**config.mk**
```make
export PLATFORM = sky130hd
export DESIGN_NAME = op_pipe_top
export DESIGN_NICKNAME = d
export VERILOG_FILES = /design/src/rtl/ctrl_pkg.sv /design/src/rtl/pipe_pkg.sv /design/src/rtl/op_pipe_top.sv /design/src/rtl/retire_counter.sv /design/src/rtl/mem_stage.sv /design/src/rtl/exec_stage.sv /design/src/rtl/reg_file.sv /design/src/rtl/preparer.sv /design/src/rtl/op_issue_ctrl.sv
export VERILOG_INCLUDE_DIRS = /design/src /design/src/rtl
export SDC_FILE = /design/constraint.sdc
export NUM_CORES = 2
export LEC_CHECK = 0
export BUFFER_PORTS_ARGS = -buffer_cell sky130_fd_sc_hd__buf_2
export CORE_ASPECT_RATIO = 0.8
export CORE_UTILIZATION = 53
export DETAILED_ROUTE_END_ITERATION = 16
export GPL_TIMING_DRIVEN = 1
export PLACE_DENSITY = 0.79
export SETUP_SLACK_MARGIN = 0.5
export SLEW_MARGIN = 20
export SYNTH_ARGS = -nofsm -noshare
export SYNTH_HDL_FRONTEND = slang
export SYNTH_SLANG_ARGS = --single-unit
```
**constraint.sdc**
```tcl
create_clock -name clk_i -period 12.8 [get_ports clk_i]
set_clock_uncertainty 0.15 [all_clocks]
set_input_delay 2.56 -clock clk_i [delete_from_list [all_inputs] [get_ports clk_i]]
set_output_delay 2.56 -clock clk_i [all_outputs]
set_load 0.01 [all_outputs]
```
**src/rtl/core_macros.svh**
```systemverilog
/*
  Widths and sizes shared by the pipeline packages and RTL modules.
  Include wherever a width macro is needed; the guard makes repeats harmless.
*/
`ifndef CORE_MACROS_SVH
`define CORE_MACROS_SVH

`define XLEN        32  // Data word
`define RF_ADDR_W   5   // Register address, 32 registers
`define PAYLOAD_W   21  // Immediate field of the descriptor

// Control field widths
`define ICTRL_W     7   // Unit and destination flags
`define SCTRL_W     4   // Source flags
`define F_W         4   // Function code

`define DMEM_WORDS  16  // Data memory, word addressed

`endif
```
**src/rtl/ctrl_pkg.sv**
```systemverilog
/*
  Control encodings of the pipeline.
  Bit positions of ictrl and sctrl, the ALU function enum and the issue FSM states.
*/
`include "core_macros.svh"

package ctrl_pkg;

    // Instruction control bits
    localparam int ICTRL_REG_DEST = 0;  // Writes rd
    localparam int ICTRL_UNIT_ALU = 1;
    localparam int ICTRL_UNIT_LSU = 2;
    localparam int ICTRL_UNIT_CSR = 3;  // Reads retire count
    localparam int ICTRL_UNIT_BRU = 4;  // Jump and link
    localparam int ICTRL_IMM      = 5;  // Immediate operand 2
    localparam int ICTRL_LUI      = 6;  // Upper immediate operand 2

    // Source control bits
    localparam int SCTRL_RFRP1 = 0;     // Reads rs1
    localparam int SCTRL_RFRP2 = 1;     // Reads rs2
    localparam int SCTRL_ZERO1 = 2;     // Operand 1 forced to zero
    localparam int SCTRL_ZERO2 = 3;

    // Function value 3 outside the ALU
    localparam logic [`F_W-1:0] F_STORE   = 3;  // LSU store, else load
    localparam logic [`F_W-1:0] F_CSR_IMM = 3;  // CSR immediate form

    typedef enum logic [`F_W-1:0] {
        ALU_ADD = 0,
        ALU_SUB = 1,
        ALU_AND = 2,
        ALU_OR  = 3,
        ALU_XOR = 4
    } alu_op_e;

    typedef enum logic [1:0] {
        ST_EMPTY,   // OP register free
        ST_ISSUE,   // Holding, expected to advance
        ST_STALL    // Holding under bubble
    } issue_state_e;

endpackage

```
**src/rtl/pipe_pkg.sv**
```systemverilog
/*
  Data types carried between the pipeline stages.
  Holds the accepted descriptor, the OP to EX bundle and the stage tags.
*/
`include "core_macros.svh"

package pipe_pkg;

    typedef logic [`RF_ADDR_W-1:0] rf_add;     // Register address
    typedef logic [`XLEN-1:0]      word_t;     // Data word
    typedef logic [`PAYLOAD_W-1:0] payload_t;  // Immediate, CSR immediate in 15:11
    typedef logic [`ICTRL_W-1:0]   ictrl_t;    // Bit names in ctrl_pkg
    typedef logic [`SCTRL_W-1:0]   sctrl_t;
    typedef logic [`F_W-1:0]       f_part;

    // Decoded instruction as accepted from the source
    typedef struct packed {
        word_t    pc;
        rf_add    rd;
        rf_add    rs1;
        rf_add    rs2;
        payload_t payload;
        f_part    f;
        ictrl_t   ictrl;
        sctrl_t   sctrl;
        logic     fixed;      // Waits for empty EX and MA
    } op_instr_t;

    // OP to EX, ictrl of zero marks an empty slot
    typedef struct packed {
        rf_add    rd;
        ictrl_t   ictrl;
        f_part    f;
        word_t    operand1;   // Address for LSU
        word_t    operand2;   // Store data for stores
        word_t    sdata;      // Early store data, link address for BRU
        logic [3:0] fwd;      // 0,1 MA result; 2,3 WB result
    } ex_bundle_t;

    // What a stage slot holds
    typedef struct packed {
        rf_add    rd;
        ictrl_t   ictrl;
        f_part    f;
        word_t    val;
    } stage_tag_t;

endpackage

```
**src/rtl/op_pipe_top.sv**
```systemverilog
/*
  Pipeline top, issue and OP, EX, MA and WB stages.
  Accepts decoded descriptors on a valid/ready pair and reports each retirement.
*/
`timescale 1ns/1ps

module op_pipe_top import pipe_pkg::*, ctrl_pkg::*; (
    input  logic      clk_i,
    input  logic      reset_i,
    input  logic      instr_valid_i,
    input  op_instr_t instr_i,
    output logic      instr_ready_o,
    output logic      wb_valid_o,    // One pulse per retirement
    output logic      wb_we_o,
    output rf_add     wb_rd_o,
    output word_t     wb_val_o
);

    logic       op_valid, bubble;
    op_instr_t  op_instr;
    rf_add      rs1, rs2;
    word_t      p1, p2, ma_addr, ma_wdata, retired;
    ex_bundle_t ex_bundle;
    stage_tag_t ex_tag, ma_in, ma_tag, wb_tag;

    op_issue_ctrl u_op_issue_ctrl (
        .clk_i, .reset_i, .instr_valid_i, .instr_i,
        .bubble_i(bubble), .instr_ready_o, .op_valid_o(op_valid), .op_instr_o(op_instr)
    );

    preparer u_preparer (
        .op_valid_i(op_valid), .op_instr_i(op_instr), .p1_i(p1), .p2_i(p2),
        .ex_tag_i(ex_tag), .ma_tag_i(ma_tag), .wb_tag_i(wb_tag),
        .rs1_o(rs1), .rs2_o(rs2), .ex_o(ex_bundle), .bubble_o(bubble)
    );

    reg_file u_reg_file (
        .clk_i, .reset_i, .rs1_i(rs1), .rs2_i(rs2), .we_i(wb_we_o),
        .rd_i(wb_tag.rd), .wd_i(wb_tag.val), .p1_o(p1), .p2_o(p2)
    );

    exec_stage u_exec_stage (
        .clk_i, .reset_i, .ex_i(ex_bundle), .ma_val_i(ma_tag.val), .wb_val_i(wb_tag.val),
        .ex_tag_o(ex_tag), .ma_in_o(ma_in), .ma_addr_o(ma_addr), .ma_wdata_o(ma_wdata)
    );

    mem_stage u_mem_stage (
        .clk_i, .reset_i, .ma_in_i(ma_in), .ma_addr_i(ma_addr), .ma_wdata_i(ma_wdata),
        .retired_i(retired), .ma_tag_o(ma_tag), .wb_tag_o(wb_tag)
    );

    retire_counter u_retire_counter (
        .clk_i, .reset_i, .retire_i(wb_valid_o), .count_o(retired)
    );

    // WB slot decode
    assign wb_valid_o = (wb_tag.ictrl != '0);
    assign wb_we_o    = wb_tag.ictrl[ICTRL_REG_DEST] & (wb_tag.rd != '0);
    assign wb_rd_o    = wb_tag.rd;
    assign wb_val_o   = wb_tag.val;

endmodule

```
**src/rtl/retire_counter.sv**
```systemverilog
/*
  Count of retired instructions, read by CSR instructions in MA.
*/
`timescale 1ns/1ps

module retire_counter import pipe_pkg::*; (
    input  logic  clk_i,
    input  logic  reset_i,
    input  logic  retire_i,   // Non-empty WB slot
    output word_t count_o
);

    word_t count_q;

    always_ff @(posedge clk_i) begin
        if (reset_i) begin
            count_q <= '0;
        end else if (retire_i) begin
            count_q <= count_q + 1'b1;
        end
    end

    assign count_o = count_q;

endmodule

```
**src/rtl/mem_stage.sv**
```systemverilog
/*
  MA stage with the data memory and the MA/WB register.
  Stores write and loads read a word; CSR and BRU results are substituted here.
*/
`timescale 1ns/1ps
`include "core_macros.svh"

module mem_stage import pipe_pkg::*, ctrl_pkg::*; (
    input  logic       clk_i,
    input  logic       reset_i,
    input  stage_tag_t ma_in_i,
    input  word_t      ma_addr_i,
    input  word_t      ma_wdata_i,  // Store data or link address
    input  word_t      retired_i,   // Retire counter
    output stage_tag_t ma_tag_o,
    output stage_tag_t wb_tag_o
);

    localparam int IDX_W = $clog2(`DMEM_WORDS);

    word_t            dmem [`DMEM_WORDS];
    logic [IDX_W-1:0] idx;
    logic             is_store;
    word_t            csr_val, ma_val;
    stage_tag_t       wb_q;

    assign idx      = ma_addr_i[IDX_W+1:2];  // Word index
    assign is_store = ma_in_i.ictrl[ICTRL_UNIT_LSU] & (ma_in_i.f == F_STORE);
    assign csr_val  = retired_i + word_t'(wb_q.ictrl != '0);  // WB slot retires now

    always_ff @(posedge clk_i) begin
        if (is_store) begin
            dmem[idx] <= ma_wdata_i;
        end
    end

    always_comb begin
        if (ma_in_i.ictrl[ICTRL_UNIT_LSU]) begin
            ma_val = dmem[idx];    // Ignored for stores
        end else if (ma_in_i.ictrl[ICTRL_UNIT_CSR]) begin
            ma_val = csr_val;
        end else if (ma_in_i.ictrl[ICTRL_UNIT_BRU]) begin
            ma_val = ma_wdata_i;   // pc+4
        end else begin
            ma_val = ma_in_i.val;
        end
    end

    always_ff @(posedge clk_i) begin
        if (reset_i) begin
            wb_q.ictrl <= '0;
        end else begin
            wb_q <= '{rd: ma_in_i.rd, ictrl: ma_in_i.ictrl, f: ma_in_i.f, val: ma_val};
        end
    end

    assign ma_tag_o = ma_in_i;  // Raw value for forwarding
    assign wb_tag_o = wb_q;

endmodule

```
**src/rtl/exec_stage.sv**
```systemverilog
/*
  EX stage with the OP/EX and EX/MA registers.
  Applies late forwarding, runs the ALU and passes the LSU address and store data to MA.
*/
`timescale 1ns/1ps

module exec_stage import pipe_pkg::*, ctrl_pkg::*; (
    input  logic       clk_i,
    input  logic       reset_i,
    input  ex_bundle_t ex_i,
    input  word_t      ma_val_i,    // Raw EX/MA result
    input  word_t      wb_val_i,    // Final MA/WB result
    output stage_tag_t ex_tag_o,
    output stage_tag_t ma_in_o,
    output word_t      ma_addr_o,
    output word_t      ma_wdata_o
);

    ex_bundle_t opex_q;
    stage_tag_t exma_q;
    word_t      op1, op2, alu_res, result;
    word_t      addr_q, wdata_q;

    // MA producer is newer than WB
    assign op1 = opex_q.fwd[0] ? ma_val_i : (opex_q.fwd[2] ? wb_val_i : opex_q.operand1);
    assign op2 = opex_q.fwd[1] ? ma_val_i : (opex_q.fwd[3] ? wb_val_i : opex_q.operand2);

    always_comb begin
        case (alu_op_e'(opex_q.f))
            ALU_SUB: alu_res = op1 - op2;
            ALU_AND: alu_res = op1 & op2;
            ALU_OR:  alu_res = op1 | op2;
            ALU_XOR: alu_res = op1 ^ op2;
            default: alu_res = op1 + op2;  // ADD, LUI
        endcase
    end

    assign result   = opex_q.ictrl[ICTRL_UNIT_ALU] ? alu_res : op1;  // Else LSU address
    assign ex_tag_o = '{rd: opex_q.rd, ictrl: opex_q.ictrl, f: opex_q.f, val: result};

    always_ff @(posedge clk_i) begin
        if (reset_i) begin
            opex_q.ictrl <= '0;
            exma_q.ictrl <= '0;
        end else begin
            opex_q <= ex_i;       // Advances every cycle
            exma_q <= ex_tag_o;
        end
    end

    always_ff @(posedge clk_i) begin
        addr_q  <= op1;
        wdata_q <= opex_q.ictrl[ICTRL_UNIT_BRU] ? opex_q.sdata : op2;  // Link or store data
    end

    assign ma_in_o    = exma_q;
    assign ma_addr_o  = addr_q;
    assign ma_wdata_o = wdata_q;

endmodule

```
**src/rtl/reg_file.sv**
```systemverilog
/*
  Integer register file, two asynchronous reads and one synchronous write.
  Register x0 reads as zero and is never written.
*/
`timescale 1ns/1ps
`include "core_macros.svh"

module reg_file import pipe_pkg::*; (
    input  logic  clk_i,
    input  logic  reset_i,
    input  rf_add rs1_i,
    input  rf_add rs2_i,
    input  logic  we_i,
    input  rf_add rd_i,
    input  word_t wd_i,
    output word_t p1_o,
    output word_t p2_o
);

    localparam int RF_WORDS = 1 << `RF_ADDR_W;

    word_t regs [RF_WORDS];

    always_ff @(posedge clk_i) begin
        if (reset_i) begin
            for (int i = 0; i < RF_WORDS; i++) begin
                regs[i] <= '0;
            end
        end else if (we_i && (rd_i != '0)) begin
            regs[rd_i] <= wd_i;
        end
    end

    // Old value on a same-cycle write, WB forwarding covers it
    assign p1_o = (rs1_i == '0) ? '0 : regs[rs1_i];
    assign p2_o = (rs2_i == '0) ? '0 : regs[rs2_i];

endmodule

```
**src/rtl/preparer.sv**
```systemverilog
/*
  OP stage operand preparation.
  Detects hazards against EX, MA and WB, forwards early values, computes the
  LSU address and selects both operands for EX.
*/
`timescale 1ns/1ps
`include "core_macros.svh"

module preparer import pipe_pkg::*, ctrl_pkg::*; (
    input  logic       op_valid_i,  // OP register holds an instruction
    input  op_instr_t  op_instr_i,
    input  word_t      p1_i,        // Register file port 1
    input  word_t      p2_i,        // Register file port 2
    input  stage_tag_t ex_tag_i,    // OP/EX contents
    input  stage_tag_t ma_tag_i,    // EX/MA contents, raw result
    input  stage_tag_t wb_tag_i,    // MA/WB contents, final result
    output rf_add      rs1_o,
    output rf_add      rs2_o,
    output ex_bundle_t ex_o,
    output logic       bubble_o
);

    sctrl_t     sc;
    ictrl_t     ic;
    rf_add      rs1, rs2;
    word_t      op1_fw, op2_fw, offset, address, imm_sext, operand1, operand2;
    logic       rs1_need_ex, rs2_need_ex, rs1_need_ma, rs2_need_ma;
    logic       rs1_need_wb, rs2_need_wb, direct_addr, result_in_ma;
    logic       lsu_hazard, data_hazard, csr_hazard, link_hazard, fix_hazard;
    logic [3:0] fwd;

    // Read-after-write against one stage slot, x0 never matches
    function automatic logic raw(rf_add src, logic reads, stage_tag_t tag);
        return reads & (src != '0) & (tag.rd == src) & tag.ictrl[ICTRL_REG_DEST];
    endfunction

    assign sc    = op_instr_i.sctrl;
    assign ic    = op_instr_i.ictrl;
    assign rs1_o = op_instr_i.rs1;
    assign rs2_o = op_instr_i.rs2;
    assign rs1   = sc[SCTRL_ZERO1] ? '0 : op_instr_i.rs1;
    assign rs2   = sc[SCTRL_ZERO2] ? '0 : op_instr_i.rs2;

    assign rs1_need_ex = raw(rs1, sc[SCTRL_RFRP1], ex_tag_i);
    assign rs2_need_ex = raw(rs2, sc[SCTRL_RFRP2], ex_tag_i);
    assign rs1_need_ma = raw(rs1, sc[SCTRL_RFRP1], ma_tag_i);
    assign rs2_need_ma = raw(rs2, sc[SCTRL_RFRP2], ma_tag_i);
    assign rs1_need_wb = raw(rs1, sc[SCTRL_RFRP1], wb_tag_i);
    assign rs2_need_wb = raw(rs2, sc[SCTRL_RFRP2], wb_tag_i);

    assign direct_addr  = (op_instr_i.payload[11:0] == '0);  // Zero offset
    assign result_in_ma = ma_tag_i.ictrl[ICTRL_UNIT_LSU] | ma_tag_i.ictrl[ICTRL_UNIT_CSR]
                        | ma_tag_i.ictrl[ICTRL_UNIT_BRU];      // Raw MA value not final

    // Address needs a final base in OP
    assign lsu_hazard  = ic[ICTRL_UNIT_LSU] & ~direct_addr
                       & (rs1_need_ex | (rs1_need_ma & result_in_ma));
    // Load data only appears in MA
    assign data_hazard = (rs1_need_ex | rs2_need_ex) & ex_tag_i.ictrl[ICTRL_UNIT_LSU]
                       & (ex_tag_i.f != F_STORE);
    assign csr_hazard  = (rs1_need_ex | rs2_need_ex) & ex_tag_i.ictrl[ICTRL_UNIT_CSR];
    assign link_hazard = (rs1_need_ex | rs2_need_ex) & ex_tag_i.ictrl[ICTRL_UNIT_BRU];
    assign fix_hazard  = op_instr_i.fixed
                       & ((ex_tag_i.ictrl != '0) | (ma_tag_i.ictrl != '0));
    assign bubble_o    = op_valid_i
                       & (lsu_hazard | data_hazard | csr_hazard | link_hazard | fix_hazard);

    // Early forwarding, newest first
    assign op1_fw = rs1_need_ma ? ma_tag_i.val :
                    rs1_need_wb ? wb_tag_i.val :
                    sc[SCTRL_ZERO1] ? '0 : p1_i;
    assign op2_fw = rs2_need_wb ? wb_tag_i.val :
                    sc[SCTRL_ZERO2] ? '0 : p2_i;

    // Late forwarding requests for EX
    assign fwd[0] = rs1_need_ex;
    assign fwd[1] = rs2_need_ex;
    assign fwd[2] = rs1_need_ma & (~ic[ICTRL_UNIT_LSU] | direct_addr);  // Not once added
    assign fwd[3] = rs2_need_ma;

    assign offset   = {{(`XLEN-12){op_instr_i.payload[11]}}, op_instr_i.payload[11:0]};
    assign address  = op1_fw + offset;
    assign imm_sext = {{(`XLEN-20){op_instr_i.payload[19]}}, op_instr_i.payload[19:0]};

    always_comb begin
        if (ic[ICTRL_UNIT_LSU]) begin
            operand1 = address;
        end else if (ic[ICTRL_UNIT_CSR] & (op_instr_i.f == F_CSR_IMM)) begin
            operand1 = {{(`XLEN-5){1'b0}}, op_instr_i.payload[15:11]};  // CSR immediate
        end else begin
            operand1 = op1_fw;  // Register, zero for LUI
        end
    end

    always_comb begin
        if (ic[ICTRL_LUI]) begin
            operand2 = {op_instr_i.payload[19:0], 12'b0};
        end else if (ic[ICTRL_IMM]) begin
            operand2 = imm_sext;
        end else begin
            operand2 = op2_fw;  // Register or store data
        end
    end

    assign ex_o = '{
        rd:       op_instr_i.rd,
        ictrl:    (op_valid_i & ~bubble_o) ? ic : '0,  // Empty slot on bubble
        f:        op_instr_i.f,
        operand1: operand1,
        operand2: operand2,
        sdata:    ic[ICTRL_UNIT_BRU] ? op_instr_i.pc + 'd4 : op2_fw,
        fwd:      fwd
    };

endmodule

```
**src/rtl/op_issue_ctrl.sv**
```systemverilog
/*
  Issue control in front of the operand-preparation stage.
  Accepts one descriptor per strobe into the ID/OP register and holds it on a bubble.
*/
`timescale 1ns/1ps

module op_issue_ctrl import pipe_pkg::*, ctrl_pkg::*; (
    input  logic      clk_i,
    input  logic      reset_i,
    input  logic      instr_valid_i,   // Source strobe
    input  op_instr_t instr_i,
    input  logic      bubble_i,        // Preparer holds OP
    output logic      instr_ready_o,
    output logic      op_valid_o,
    output op_instr_t op_instr_o
);

    issue_state_e state_q, state_d;
    op_instr_t    instr_q;             // ID/OP register
    logic         accept;

    assign op_valid_o    = (state_q != ST_EMPTY);
    assign instr_ready_o = ~op_valid_o | ~bubble_i;  // Free or advancing now
    assign accept        = instr_valid_i & instr_ready_o;
    assign op_instr_o    = instr_q;

    always_comb begin
        state_d = state_q;
        case (state_q)
            ST_EMPTY: begin
                if (accept) begin
                    state_d = ST_ISSUE;
                end
            end
            default: begin
                // Holding an instruction
                if (bubble_i) begin
                    state_d = ST_STALL;
                end else if (accept) begin
                    state_d = ST_ISSUE;  // Refilled in the same cycle
                end else begin
                    state_d = ST_EMPTY;
                end
            end
        endcase
    end

    always_ff @(posedge clk_i) begin
        if (reset_i) begin
            state_q <= ST_EMPTY;
        end else begin
            state_q <= state_d;
        end
    end

    // Descriptor only, validity lives in the state
    always_ff @(posedge clk_i) begin
        if (accept) begin
            instr_q <= instr_i;
        end
    end

endmodule

```
==> results.md <==
* Worst hold slack at 267 ps
* Headroom to the max-slew limit at 0.234
* Crit. End Element: flip-flop
* Setup crit end: u_exec_stage.opex_q[99]
* Layout cells sized above 1 at 0.228
* Final period util at 0.615
* Fmax at 0.127 GHz
* CTS clk-pin slew, worst paths at 60 ps
* CP max FO at 37
* TritonCTS clock tree: done
* Number of synthesized flops with an enable pin at 1806
* Drt wl/cell at 32.6 um
* Worst reg-to-reg path cell count at 17
* Post-detailed-route count of antenna-violating nets at 0
* All-layer global routing usage at 0.319
* # resized after CTS at 0
* WL final at 294000 um
* Required time of the critical path at 13220 ps
* Initial drt markers at 10937
* Status: finished, final reports clean
* Clock root buffer: clkbuf_16
* Synth Cell Area at 96700 um2
* Via count at 61984
* Worst-case clock buffer depth at 3
* Largest net degree at the start of global routing at 133
* Avg Inst Size Synth at 14.9 um2
* PortBufs at 125
* Post-synthesis cell type count at 81
* Maxcap violations at 0
* Commonest non-fill, non-tap cell in the layout: edfxtp_1
* Final Max Slew Viols at 0
* Peak VDD IR at 0.156 mV
* Synth async-reset ratio at 0
* Setup tns final at 0 ps
* Fill cells at 13088
* Row count at 139
* Die area at 184000 um2
* Yosys reg bits at 1907
* Later-pin clock latency in the skew report at 850 ps
* Arrival @ worst endpoint at 8290 ps
* Grt total ovfl at 0
* Leakage power at 37.2 nW
* Most frequent cells in the layout: edfxtp_1, and2_1, mux4_2
* Vias per cell at 6.87
* Synth warn at 0
* Core footprint at 180000 um2
* Setup violations, final at 0
* Met1 usage at 0.447
* First-pass GRT wire length at 420000 um
* Initial antenna violation count at 18
* Drc violations at 0
* Post-route setup slack at 4930 ps
* Final net count at 6685
* HPWL after DPL at 181000 um
* Flop-to-flop setup slack at 4930 ps
* Gp weighted congestion at 0.950
* Detailed Routing Iterations Pass 1 at 6
* Grt peak-use layer: met2
* I/O Pins at 127
* Setup Buffers After CTS at 0
* Die width at 480 um
* Sink Count at 1907
* Die Height at 384 um
* R2R Path End: u_exec_stage.opex_q[99]
* Vias in the first global route at 60610
* Synth Flop Type: edfxtp_1
* Mapped Cells at 6508
* Starting Density at 0.536
* Critical path launch point type: flip-flop
* RSZ-0062 raised after global routing: no
* Clock buffer count from CTS at 183
* Layout area overhead at 9.70%
* Final min period at 7870 ps
* Pwr dens at 142 nW/um2
* Met3 GRT Util at 0.0928
* DP Worst Slack at 5090 ps
* Tightest Pin Transition at 1150 ps
* H-Tree Depth at 4
* Hold Crit Class: flip-flop to flip-flop
* Hold Buf Count CTS at 0
* Final hold violation count at 0
* Critical path class: flip-flop to flip-flop
* Register area share after synthesis at 0.582
* Met2 Use GR at 0.461
* Util after Layout at 0.588
==> worst max-delay path, stage by stage, from the launching register on <==
cell	delay, ps
dfxtp_4	840
buf_4	570
buf_4	660
mux4_2	620
mux4_2	530
mux2i_1	360
nor2_1	150
a21oi_1	150
o21ai_0	130
ha_1	410
nand4_1	130
o31ai_1	870
a41oi_1	420
a211oi_1	620
a31oi_1	240
o21ai_0	340
mux2i_1	230
o211ai_1	100
==> cells in the mapped netlist, types with 9 or more instances <==
master,instances,area (um2)
edfxtp_1,1806,54200
and2_1,999,6250
mux4_2,799,18000
clkbuf_1,414,1550
nor2_1,354,1330
nand2_1,308,1160
o21ai_0,299,1500
a21oi_1,235,1180
mux2i_1,192,1920
ha_1,133,1660
xnor2_1,114,998
inv_1,105,394
dfxtp_1,101,2020
xor2_1,72,631
buf_1,67,251
buf_2,44,220
nand3_1,44,220
buf_4,38,285
nand4_1,32,200
a21o_1,30,225
nor2b_1,27,169
nor3_1,27,135
and3_1,21,131
a31oi_1,17,106
nand2b_1,17,106
a211oi_1,16,120
o21a_1,15,113
mux2_2,14,158
a22oi_1,11,82.6
o211ai_1,11,82.6
or3_1,11,68.8
nor4_1,9,56.3
o21bai_1,9,67.6
o221ai_1,9,78.8
==> sequential cells by signal (all words and copies together) (netlist names), named ones only <==
register / count
u_exec_stage.ex_tag_o: 16
u_exec_stage.ma_addr_o: 4
u_exec_stage.ma_in_o: 48
u_exec_stage.ma_wdata_o: 32
u_exec_stage.opex_q: 100
u_mem_stage.dmem: 512
u_mem_stage.wb_tag_o: 44
u_op_issue_ctrl.op_instr_o: 83
u_op_issue_ctrl.state_q: 2
u_reg_file.regs: 1024
u_retire_counter.count_o: 32
==> layer usage <==
| metal | part of all wire | vias up |
|---|---|---|
| met2 | 0.44 | 5252 |
| met1 | 0.36 | 31188 |
| met5 | 0.00073 | - |
| met4 | 0.051 | 9 |
| met3 | 0.15 | 833 |
| li1 | - | 24702 |
==> power breakdown <==
part	switching [W]	leakage, nW	internal (W)
Combinational	0.00132	15.6	0.000979
Sequential	0.000259	18.7	0.00711
Clock	0.00247	2.84	0.00295
Total	0.00405	37.2	0.0110
==> kinds of logic after synthesis <==
group,Yosys count,share of synthesized area
adders and majority gates,135,0.0176
buffers and inverters,673,0.0284
DFF,1907,0.582
and+or+nand+nor,1884,0.105
other,1,0.0000388
muxes,1009,0.208
AOI/OAI and AO/OA,713,0.0422
xor gates and xnor gates,186,0.0168
==> how the worst min path moves through the flow <==
| stage | slack, ps | cells past startpoint | start | to |
|---|---|---|---|---|
| 2_1_floorplan | 250 | 0 | u_op_issue_ctrl.op_instr_o[47] | u_exec_stage.ex_tag_o[43] |
| 3_3_place_gp | 250 | 0 | u_op_issue_ctrl.op_instr_o[49] | u_exec_stage.ex_tag_o[45] |
| 3_5_place_dp | 250 | 0 | u_op_issue_ctrl.op_instr_o[48] | u_exec_stage.ex_tag_o[44] |
| 4_1_cts | 270 | 0 | u_op_issue_ctrl.op_instr_o[49] | u_exec_stage.ex_tag_o[45] |
| 5_1_grt | 280 | 0 | u_op_issue_ctrl.op_instr_o[48] | u_exec_stage.ex_tag_o[44] |
| 6_report | 270 | 0 | u_op_issue_ctrl.op_instr_o[49] | u_exec_stage.ex_tag_o[45] |
==> stage by stage <==
step / std cells / total power (W) / cell area (um2)
after floorplan: 6539 / 0.00898 / 96800
after global placement: 8673 / 0.00967 / 100000
after detailed placement: 8673 / 0.00973 / 100000
after CTS: 9004 / 0.0150 / 106000
after global routing: 9007 / 0.0155 / 106000
final: 9016 / 0.0151 / 106000
==> layout make-up <==
type / count / area (um2) / share of cell area
antenna: 10 / 25.0 / 0.000236
timing repair buffer: 305 / 2070 / 0.0195
inverter: 107 / 409 / 0.00386
multi-input combinational: 3959 / 38400 / 0.362
clock inverter: 109 / 1030 / 0.00970
tap: 2397 / 3000 / 0.0283
clock buffer: 222 / 4810 / 0.0454
sequential: 1907 / 56300 / 0.531
(Power assumes the default switching activity.)
